File: src/logic/worksheet_cfg.svh
`ifndef WORKSHEET_CFG_SVH
`define WORKSHEET_CFG_SVH

// ########################################
// worksheet geometry
// ########################################

// row index including the operator row.
`define WS_ROW_WIDTH 3

// up to 16 columns.
`define WS_COL_WIDTH 4

// ########################################
// datapath
// ########################################

`define WS_DATA_WIDTH 16       // one argument.
`define WS_RESULT_WIDTH 64     // column result and grand total.
`define WS_OP_QUEUE_DEPTH 16   // pending operators.

`endif
File: src/logic/worksheet_pkg.sv
`default_nettype none

package worksheet_pkg;

    `include "worksheet_cfg.svh"

    // ########################################
    // input characters
    // ########################################

    typedef enum byte {
        ZERO_CHAR  = 8'h30,
        NINE_CHAR  = 8'h39,
        SPACE_CHAR = 8'h20,
        LF_CHAR    = 8'h0A,
        ADD_CHAR   = 8'h2B,
        MULT_CHAR  = 8'h2A
    } char_t;

    // ########################################
    // datapath types
    // ########################################

    typedef logic [`WS_ROW_WIDTH-1:0] row_t;
    typedef logic [`WS_COL_WIDTH-1:0] col_t;
    typedef logic [`WS_DATA_WIDTH-1:0] arg_t;
    typedef logic [`WS_RESULT_WIDTH-1:0] result_t;

    // column in the upper bits and row in the lower.
    typedef logic [`WS_COL_WIDTH+`WS_ROW_WIDTH-1:0] store_addr_t;

    typedef enum logic {
        OP_ADD  = 1'b0,
        OP_MULT = 1'b1
    } op_t;

endpackage

`default_nettype wire

File: src/logic/arg_port_if.sv
`timescale 1ns/1ps
`default_nettype none

interface arg_port_if
    import worksheet_pkg::*;
();

    logic        req;    // held by requester until granted.
    logic        we;
    store_addr_t addr;
    arg_t        wdata;

    logic        grant;  // same cycle as req.
    arg_t        rdata;  // one cycle after a granted read.

    modport requester (
        output req,
        output we,
        output addr,
        output wdata,
        input  grant,
        input  rdata
    );

    modport arbiter (
        input  req,
        input  we,
        input  addr,
        input  wdata,
        output grant,
        output rdata
    );

endinterface

`default_nettype wire

File: src/logic/worksheet_top.sv
`timescale 1ns/1ps
`default_nettype none

module worksheet_top
    import worksheet_pkg::*;
(
    input  logic       clk,
    input  logic       rst_n,

    input  logic       byte_valid,
    input  logic [7:0] byte_data,

    output logic       column_valid,
    output col_t       column_index,
    output result_t    column_result,
    output result_t    total,
    output logic       busy
);

    // ########################################
    // store ports and operator pulse
    // ########################################

    arg_port_if dec_if ();
    arg_port_if red_if ();

    logic op_valid;
    op_t  op_kind;
    col_t op_col;
    row_t op_rows;

    input_decoder u_input_decoder (
        .clk        (clk),
        .rst_n      (rst_n),
        .byte_valid (byte_valid),
        .byte_data  (byte_data),
        .store      (dec_if.requester),
        .op_valid   (op_valid),
        .op_kind    (op_kind),
        .op_col     (op_col),
        .op_rows    (op_rows)
    );

    arg_store_arbiter u_arg_store_arbiter (
        .clk      (clk),
        .rst_n    (rst_n),
        .dec_port (dec_if.arbiter),
        .red_port (red_if.arbiter)
    );

    column_reducer u_column_reducer (
        .clk           (clk),
        .rst_n         (rst_n),
        .op_valid      (op_valid),
        .op_kind       (op_kind),
        .op_col        (op_col),
        .op_rows       (op_rows),
        .store         (red_if.requester),
        .column_valid  (column_valid),
        .column_index  (column_index),
        .column_result (column_result),
        .total         (total),
        .busy          (busy)
    );

endmodule

`default_nettype wire

File: src/logic/column_reducer.sv
`timescale 1ns/1ps
`default_nettype none

`include "worksheet_cfg.svh"

module column_reducer
    import worksheet_pkg::*;
(
    input  logic    clk,
    input  logic    rst_n,

    input  logic    op_valid,
    input  op_t     op_kind,
    input  col_t    op_col,
    input  row_t    op_rows,

    arg_port_if.requester store,

    output logic    column_valid,
    output col_t    column_index,
    output result_t column_result,
    output result_t total,
    output logic    busy
);

    localparam int DEPTH = `WS_OP_QUEUE_DEPTH;
    localparam int PTR_W = $clog2(DEPTH);

    // ########################################
    // operator queue
    // ########################################

    op_t  q_kind [DEPTH];
    col_t q_col  [DEPTH];
    row_t q_rows [DEPTH];

    logic [PTR_W-1:0] wr_ptr;
    logic [PTR_W-1:0] rd_ptr;
    logic [PTR_W:0]   count;
    logic             push;
    logic             pop;

    typedef enum logic [1:0] {
        S_IDLE,
        S_REQ,
        S_WAIT,
        S_DONE
    } state_t;

    state_t  state;
    op_t     cur_kind;
    col_t    cur_col;
    row_t    cur_rows;
    row_t    row_idx;
    result_t acc;
    result_t fold_value;

    assign push = op_valid && (count != (PTR_W+1)'(DEPTH));  // full queue drops.
    assign pop  = (state == S_IDLE) && (count != '0);

    always_ff @(posedge clk) begin
        if (push) begin
            q_kind[wr_ptr] <= op_kind;
            q_col[wr_ptr]  <= op_col;
            q_rows[wr_ptr] <= op_rows;
        end
    end

    always_ff @(posedge clk) begin
        if (!rst_n) begin
            wr_ptr <= '0;
            rd_ptr <= '0;
            count  <= '0;
        end else begin
            if (push) begin
                wr_ptr <= wr_ptr + 1'b1;
            end
            if (pop) begin
                rd_ptr <= rd_ptr + 1'b1;
            end
            if (push && !pop) begin
                count <= count + 1'b1;
            end else if (pop && !push) begin
                count <= count - 1'b1;
            end
        end
    end

    // ########################################
    // column fold
    // ########################################

    assign fold_value = (cur_kind == OP_MULT) ? acc * result_t'(store.rdata)
                                              : acc + result_t'(store.rdata);

    always_ff @(posedge clk) begin
        if (!rst_n) begin
            state        <= S_IDLE;
            row_idx      <= '0;
            column_valid <= 1'b0;
            total        <= '0;
        end else begin
            column_valid <= 1'b0;
            case (state)
                S_IDLE: begin
                    if (pop) begin
                        row_idx <= '0;
                        state   <= (q_rows[rd_ptr] == '0) ? S_DONE : S_REQ;
                    end
                end
                S_REQ: begin
                    if (store.grant) begin
                        state <= S_WAIT;
                    end
                end
                S_WAIT: begin
                    row_idx <= row_idx + 1'b1;
                    state   <= (row_idx == cur_rows - 1'b1) ? S_DONE : S_REQ;
                end
                default: begin
                    column_valid <= 1'b1;
                    total        <= total + acc;
                    state        <= S_IDLE;
                end
            endcase
        end
    end

    always_ff @(posedge clk) begin
        if (pop) begin
            cur_kind <= q_kind[rd_ptr];
            cur_col  <= q_col[rd_ptr];
            cur_rows <= q_rows[rd_ptr];
            acc      <= (q_kind[rd_ptr] == OP_MULT) ? result_t'(1) : '0;  // seed.
        end else if (state == S_WAIT) begin
            acc <= fold_value;
        end
        if (state == S_DONE) begin
            column_index  <= cur_col;
            column_result <= acc;
        end
    end

    assign store.req   = (state == S_REQ);
    assign store.we    = 1'b0;
    assign store.addr  = {cur_col, row_idx};
    assign store.wdata = '0;  // read-only requester.

    assign busy = (count != '0) || (state != S_IDLE);

endmodule

`default_nettype wire

File: src/logic/arg_store_arbiter.sv
`timescale 1ns/1ps
`default_nettype none

module arg_store_arbiter
    import worksheet_pkg::*;
(
    input  logic clk,
    input  logic rst_n,

    arg_port_if.arbiter dec_port,
    arg_port_if.arbiter red_port
);

    localparam int STORE_WORDS = 2 ** $bits(store_addr_t);

    arg_t mem [STORE_WORDS];

    logic        sel_valid;
    logic        sel_we;
    store_addr_t sel_addr;
    arg_t        sel_wdata;

    // ########################################
    // fixed priority grant
    // ########################################

    assign dec_port.grant = dec_port.req;
    assign red_port.grant = red_port.req && !dec_port.req;  // waits out decoder writes.

    assign sel_valid = dec_port.grant || red_port.grant;
    assign sel_we    = dec_port.grant ? dec_port.we    : red_port.we;
    assign sel_addr  = dec_port.grant ? dec_port.addr  : red_port.addr;
    assign sel_wdata = dec_port.grant ? dec_port.wdata : red_port.wdata;

    // ########################################
    // store memory
    // ########################################

    always_ff @(posedge clk) begin
        if (sel_valid && sel_we) begin
            mem[sel_addr] <= sel_wdata;
        end
    end

    // read data lands on the port that was granted the read.
    always_ff @(posedge clk) begin
        if (!rst_n) begin
            dec_port.rdata <= '0;
            red_port.rdata <= '0;
        end else begin
            if (dec_port.grant && !dec_port.we) begin
                dec_port.rdata <= mem[sel_addr];
            end
            if (red_port.grant && !red_port.we) begin
                red_port.rdata <= mem[sel_addr];
            end
        end
    end

endmodule

`default_nettype wire

File: src/logic/input_decoder.sv
`timescale 1ns/1ps
`default_nettype none

module input_decoder
    import worksheet_pkg::*;
(
    input  logic       clk,
    input  logic       rst_n,

    input  logic       byte_valid,
    input  logic [7:0] byte_data,

    arg_port_if.requester store,

    output logic       op_valid,
    output op_t        op_kind,
    output col_t       op_col,
    output row_t       op_rows
);

    row_t row_cnt;
    col_t col_cnt;
    arg_t acc;

    logic char_is_digit;
    logic char_is_text;
    logic prev_was_digit;
    logic prev_was_text;

    assign char_is_digit = (byte_data >= ZERO_CHAR) && (byte_data <= NINE_CHAR);
    assign char_is_text  = char_is_digit ||
                           (byte_data == ADD_CHAR) || (byte_data == MULT_CHAR);

    // ########################################
    // position tracking
    // ########################################

    always_ff @(posedge clk) begin
        if (!rst_n) begin
            row_cnt        <= '0;
            col_cnt        <= '0;
            prev_was_digit <= 1'b0;
            prev_was_text  <= 1'b0;
        end else if (byte_valid) begin
            prev_was_digit <= char_is_digit;
            prev_was_text  <= char_is_text;
            if (byte_data == SPACE_CHAR) begin
                if (prev_was_text) begin
                    col_cnt <= col_cnt + 1'b1;  // first space after a field.
                end
            end else if (byte_data == LF_CHAR) begin
                col_cnt <= '0;
                row_cnt <= row_cnt + 1'b1;
            end
        end
    end

    // decimal accumulation restarts on the first digit of a field.
    always_ff @(posedge clk) begin
        if (byte_valid && char_is_digit) begin
            if (prev_was_digit) begin
                acc <= acc * arg_t'(10) + arg_t'(byte_data[3:0]);
            end else begin
                acc <= arg_t'(byte_data[3:0]);
            end
        end
    end

    // ########################################
    // argument writes and operator pulses
    // ########################################

    always_ff @(posedge clk) begin
        if (!rst_n) begin
            store.req <= 1'b0;
            op_valid  <= 1'b0;
        end else begin
            store.req <= byte_valid && !char_is_digit && prev_was_digit;
            op_valid  <= byte_valid &&
                         ((byte_data == ADD_CHAR) || (byte_data == MULT_CHAR));
        end
    end

    // counters still hold the position of the field being closed.
    always_ff @(posedge clk) begin
        if (byte_valid) begin
            store.addr  <= {col_cnt, row_cnt};
            store.wdata <= acc;
            op_kind     <= (byte_data == MULT_CHAR) ? OP_MULT : OP_ADD;
            op_col      <= col_cnt;
            op_rows     <= row_cnt;  // operator row index.
        end
    end

    assign store.we = store.req;  // write-only requester.

endmodule

`default_nettype wire

File: config.mk
export PLATFORM = sky130hd
export DESIGN_NAME = worksheet_top
export DESIGN_NICKNAME = d
export VERILOG_FILES = /design/src/logic/worksheet_pkg.sv /design/src/logic/arg_port_if.sv /design/src/logic/worksheet_top.sv /design/src/logic/column_reducer.sv /design/src/logic/arg_store_arbiter.sv /design/src/logic/input_decoder.sv
export VERILOG_INCLUDE_DIRS = /design/src /design/src/logic
export SDC_FILE = /design/constraint.sdc
export NUM_CORES = 2
export LEC_CHECK = 0
export BUFFER_PORTS_ARGS = -buffer_cell sky130_fd_sc_hd__buf_4
export CORE_MARGIN = 4
export CORE_UTILIZATION = 64
export CTS_CLUSTER_SIZE = 16
export DETAILED_ROUTE_END_ITERATION = 16
export HOLD_SLACK_MARGIN = 0.12
export PLACE_DENSITY = 0.81
export REMOVE_ABC_BUFFERS = 1
export SYNTH_ARGS = -nofsm -noshare
export SYNTH_HDL_FRONTEND = slang
export SYNTH_SLANG_ARGS = --single-unit
File: constraint.sdc
create_clock -name clk -period 9.9 [get_ports clk]
set_clock_uncertainty 0.2 [all_clocks]
set_input_delay 0.495 -clock clk [delete_from_list [all_inputs] [get_ports clk]]
set_output_delay 0.495 -clock clk [all_outputs]
set_load 0.02 [all_outputs]
Yosys cells after proc, flatten, opt, wreduce, memory -nomap -nowiden
Memory sizes are Yosys's and may differ from the RTL's. A register that Yosys moved wholly into a read port is not among the register bits.
Cells that the tools add are included.
- memory bits (writable): 2176
- logic and storage cells: 121
- register bits: 277
- memories kept: 4
- multiplexer cells: 30
- bitwise gates (word level): 1
- equal/unequal tests: 12
- reduce and logical (&&, ||, !) cells: 34
- multiply operators: 2
- magnitude comparators: 2
- add/subtract/negate cells: 11
- memories (name ; words ; bits a word ; rd ports ; clocked after memory_dff ; wr ports ; RTL line ; source):
    u_arg_store_arbiter.mem ; 128 ; 16 ; 1 ; 1 ; 1 ; arg_store_arbiter.sv:16 ; arg_t mem [STORE_WORDS];
    u_column_reducer.q_col ; 16 ; 4 ; 1 ; 1 ; 1 ; column_reducer.sv:34 ; col_t q_col [DEPTH];
    u_column_reducer.q_rows ; 16 ; 3 ; 1 ; 1 ; 1 ; column_reducer.sv:35 ; row_t q_rows [DEPTH];
    u_column_reducer.q_kind ; 16 ; 1 ; 1 ; 1 ; 1 ; column_reducer.sv:33 ; op_t q_kind [DEPTH];
- operators by type and width (kind ; count):
    64-bit 2-to-1 mux ; 3
    64-bit by 16-bit adder with 64-bit output ; 1
    64-bit adder ; 1
    64-bit by 16-bit multiplier with 64-bit output ; 1
    4-bit 2-to-1 mux ; 8
    8-bit by 6-bit equality test with 1-bit output (second input constant) ; 3
    16-bit by 4-bit adder with 16-bit output ; 1
    16-bit by 3-bit multiplier with 15-bit output (second input constant) ; 1
    16-bit 2-to-1 mux ; 1
    4-bit by 1-bit adder with 4-bit output (second input constant) ; 3
    1-bit logical AND ; 11
    5-bit 2-to-1 mux ; 2
    2-bit nonzero test ; 5
    8-bit by 4-bit equality test with 1-bit output (second input constant) ; 1
    8-bit by 6-bit >= comparator with 1-bit output (second input constant) ; 1
    8-bit by 6-bit less-or-equal comparator with 1-bit output (second input constant) ; 1
    1-bit 2-to-1 mux ; 8
    2-bit 2-to-1 mux ; 4
    7-bit 2-to-1 mux ; 1
    3-bit by 1-bit adder with 3-bit output (second input constant) ; 2
    2-bit case mux with 3 select lines ; 1
    3-bit case mux with 2 select lines ; 1
    3-bit AND reduction ; 2
    5-bit by 1-bit adder with 5-bit output (second input constant) ; 1
    other kinds (17) ; 28

Logic depth before layout (Yosys ltp)
- word-level depth: 6
- depth in mapped cells: 27
- gate-level depth less buffers: 24

By module
Synthesis repeated with hierarchy kept, for this count alone.
- cells, all modules: 9567
- area total of the unflattened synthesis: 128479.5 um^2
- by module, submodules not included (module ; area an instance (um^2) ; times used ; cells an instance ; seq. area each (um^2)):
    arg_store_arbiter ; 80385.8 ; 1 ; 4517 ; 62139.6
    column_reducer ; 45263.4 ; 1 ; 4810 ; 9789.4
    input_decoder ; 2830.2 ; 1 ; 240 ; 1421.4

Least setup slack after synthesis
No wires, ideal clock.
- path kind: flip-flop to flip-flop
- start point: register u_arg_store_arbiter.red_port.rdata[8] (read register of u_arg_store_arbiter.mem)
- end point: register u_column_reducer.acc[60] (data pin)
- cell stages (with the launch flop): 26
- slack: 2.998 ns
- period minus slack after synthesis: 6.902 ns
- data required time: 9.431 ns
- data arrival time: 6.434 ns
- cell sequence: dfxtp_1 clkbuf_1 clkbuf_1 nand2_1 fa_1 inv_1 fa_1 inv_1 fa_1 inv_1 fa_1 fa_1 inv_1 fa_1 inv_1 ha_1 and3_1 nand2_1 nor4_4 o21ai_0 nand2_1 a31oi_1 or4_1 o311ai_2 mux2i_1 nor3_1
- word-level cells in the longest chain between the ends: 4
- elaborated cells between the ends (all ways): 5
- classes of those cells: add/sub: 1; mul: 1; mux: 3
- RTL lines (what ; RTL line ; source):
    from (decl) ; arg_port_if.sv:31 ; output rdata
    64-bit by 16-bit multiplier with 64-bit output / 64-bit by 16-bit adder with 64-bit output (equally long branches) ; column_reducer.sv:93, column_reducer.sv:94 ;
    64-bit 2-to-1 mux * ; column_reducer.sv:93 ; assign fold_value = (cur_kind == OP_MULT) ? acc * result_t'(store.rdata)
    64-bit 2-to-1 mux * ; column_reducer.sv:135 ; end else if (state == S_WAIT) begin
    64-bit 2-to-1 mux * ; column_reducer.sv:130 ; if (pop) begin
    to (signal assigned) ; column_reducer.sv:134 ; acc <= (q_kind[rd_ptr] == OP_MULT) ? result_t'(1) : '0;
    to (signal assigned) ; column_reducer.sv:136 ; acc <= fold_value;
    to (decl) ; column_reducer.sv:55 ; result_t acc;
Every way passes the cells marked *; elsewhere a longest branch is shown, timed or not. The select of a mux whose other input is x is not followed.
A chain may end at the register's enable or synchronous reset.

Final worst setup path
- start point: register u_arg_store_arbiter.red_port.rdata[1] (read register of u_arg_store_arbiter.mem)
- end point: register u_column_reducer.acc[62] (data pin)
Same word-level chain as after synthesis.

==> flow_metrics.tcl <==
set metrics [dict create \
    place.port_buffers 144 \
    synth_compound_gate_area_share_pct 11.9 \
    layout_min_cycle_time_ps 8180 \
    placedCellCount 11623 \
    firstDrtPassIters 8 \
    synth_cell_types 89 \
    grt.busiest_layer "met2" \
    yosys_warnings 0 \
    synth_top_area_cell "edfxtp_1" \
    start_util_pct 64.4 \
    layout_commonest_cell "edfxtp_1" \
    setup_viol 0 \
    cts_made_buffers 235 \
    ys_async_sr_fraction_pct 0 \
    die_height_um 449 \
    critPathArrivalTime_ps 8540 \
    htree_levels 4 \
    synth.area.mux_share_pct 0.910 \
    synth_xor_area_share_pct 1.54 \
    syn2layout_area_growth_pct 10.0 \
    die_w_um 449 \
    clkTransAtPathRegs_ps 70 \
    drv_cap 2 \
    fin_nets 10334 \
    post_cts_buffers 0 \
    cts_resized 0 \
    ys_seq_area_share_pct 58.8 \
    grt_usage_pct 37.3 \
    drt_iter0_drc 14405 \
    synth-edff-count 2356 \
    use_met2_pct 57.5 \
    fillCellCount 11949 \
    slew_viol_final 2 \
    critical_path_class "reg -> reg" \
    dieArea_um2 201000 \
    worstPathRequired_ps 10260 \
    met1_usage_pct 47.5 \
    drtAntennaViolNets 0 \
    syn_avg_cell_area_um2 13.4 \
    stdcell_count 12092 \
    period_share_pct 82.7 \
    synth.top_cells.by_area "edfxtp_1, fa_1, a22oi_1" \
    grt_pass1_vias 86852 \
    worst_setup_path_end_kind "flop" \
    violations "capacitance limit, slew limit" \
    dr_total_vias 85221 \
    hold_path_class "reg -> reg" \
    clockRootBuffer "clkbuf_16" \
    gr-total-overflow 0 \
    clockBufferDepth 3 \
    synth_seq_cells 2470 \
    critical_path_peak_fanout 51 \
    mostFrequentLayoutCells "edfxtp_1, nand2_1, inv_1, fa_1, a22oi_1" \
    worstMarginPinSlew_ps 1690 \
    gp_congestion 0.962 \
    r2r_slack_ps 1720 \
    grt_pass1_wl_mm 558 \
    synth_cells 9292 \
    grt_max_degree 97 \
    status "finished, violations left" \
    syn_area_um2 124000 \
    slew_headroom_pct -15.3 \
    fmaxAchievable_ghz 0.122 \
    drt-total-wl_mm 377 \
    remaining_drc_errors 0 \
    synth_top_family_by_area "adder cells" \
    whs_ps 225 \
    synth-main-ff-cell "edfxtp_1" \
    synth_top_area_share_pct 57.0 \
    clock-sinks 2470 \
    core_um2 193000 \
    antenna_found_initial 12 \
    drive_gt1_share_pct 9.61 \
    clock_latency_ps 920 \
    rsz0062_at_grt "no" \
    grtUsageMet3_pct 10.3 \
    synthAdderAreaFrac_pct 14.4 \
    yosys.area_share.simple_pct 7.91 \
    row_count 161 \
    vias_per_cell 7.05 \
    hold_viol_final 0 \
    cts_tree "built" \
    ios 145 \
    wire_per_inst_um 31.2 \
    cp-start-kind "flop" \
    dp_hpwl_mm 231 \
]
cell families (layout without fill, tap and decap cells):
logic type / Yosys count / after routing
AOI/OAI and AO/OA: 2001 / 2001
xor gates and xnor gates: 219 / 219
adders and majority gates: 972 / 972
buffers and inverters: 1477 / 1743
DFF: 2470 / 2470
muxes: 62 / 62
other: 0 / 8
and+or+nand+nor: 2091 / 2091
cell usage after synthesis, drive strengths merged (136+ instances only):
cell type,n
nor2,311
xnor2,136
inv,860
fa,757
and2,351
edfxtp,2356
buf,181
nand2,939
a21oi,242
ha,215
a22oi,586
clkbuf,435
o21ai,208
metrics by stage:
stage          util, %  setup TNS [ps]  cell area [um^2]  setup WS, ps
2_1_floorplan        -        -3912060            122000         -7160
3_3_place_gp      66.7               0            129000          1990
3_5_place_dp      66.7               0            129000          1870
4_1_cts           70.9               0            137000          1760
5_1_grt           70.9               0            137000          1340
6_report          70.9               0            137000          1720
what timing repair did:
action | 4_1_cts | 5_1_grt
setup endpoints to repair | 0 | 0
hold buffers | 16 | 0
endpoints found under the hold margin | 51 | 0
worst max-delay path: stages, from the launching register on:
cell      delay (ps)
dfxtp_2          510
buf_4            580
nand2_1          170
fa_1             540
fa_1             540
fa_1             530
inv_1             60
fa_1             490
fa_1             500
inv_1             50
fa_1             480
inv_1             40
ha_1             330
and3_1           240
a31oi_1          230
a21oi_1          170
o41ai_2          680
a211oi_1         200
o311ai_1         380
a21oi_1          250
a311oi_1         360
xor2_1           180
o22ai_1           80
layer usage:
layer / vias up / wire (um) / part of all wire, %
met2: 7681 / 171000 / 45
met5: - / 40 / 0.011
met1: 41717 / 123000 / 33
met3: 1655 / 55200 / 15
met4: 6 / 27700 / 7.3
li1: 34162 / - / -
final timing paths:
path                                           to  cells after the start                                  start
hold reg to reg   u_input_decoder.store.wdata[15]                      0                u_input_decoder.acc[15]
hold / removal    u_input_decoder.store.wdata[15]                      0                u_input_decoder.acc[15]
setup / recovery         u_column_reducer.acc[62]                     22  u_arg_store_arbiter.red_port.rdata[1]
setup reg to reg         u_column_reducer.acc[62]                     22  u_arg_store_arbiter.red_port.rdata[1]
flip-flops by register name, summed over array words and instances (netlist names), 5 cells and up, named ones only:
name and count:
u_column_reducer.q_col 64, u_input_decoder.store.wdata 16, u_column_reducer.acc 64, u_arg_store_arbiter.mem 2048
u_input_decoder.acc 16, u_column_reducer.q_rows 48, u_arg_store_arbiter.red_port.rdata 16, u_column_reducer.q_kind 16
u_column_reducer.count 5, u_column_reducer.column_result 64, u_column_reducer.total 64
cell type report:
type	instances	area, um^2	share of cell area, %
clock buffer	282	6170	4.51
tap	2526	3160	2.31
timing repair buffer	438	3510	2.57
sequential	2470	73100	53.5
inverter	861	3230	2.37
clock inverter	162	1770	1.29
antenna	8	20.0	0.0146
multi-input combinational	5345	45700	33.5
Power is left out: the tool's default activity adds up to more than one toggle a clock period on the data nets, which glitch-free logic cannot reach.
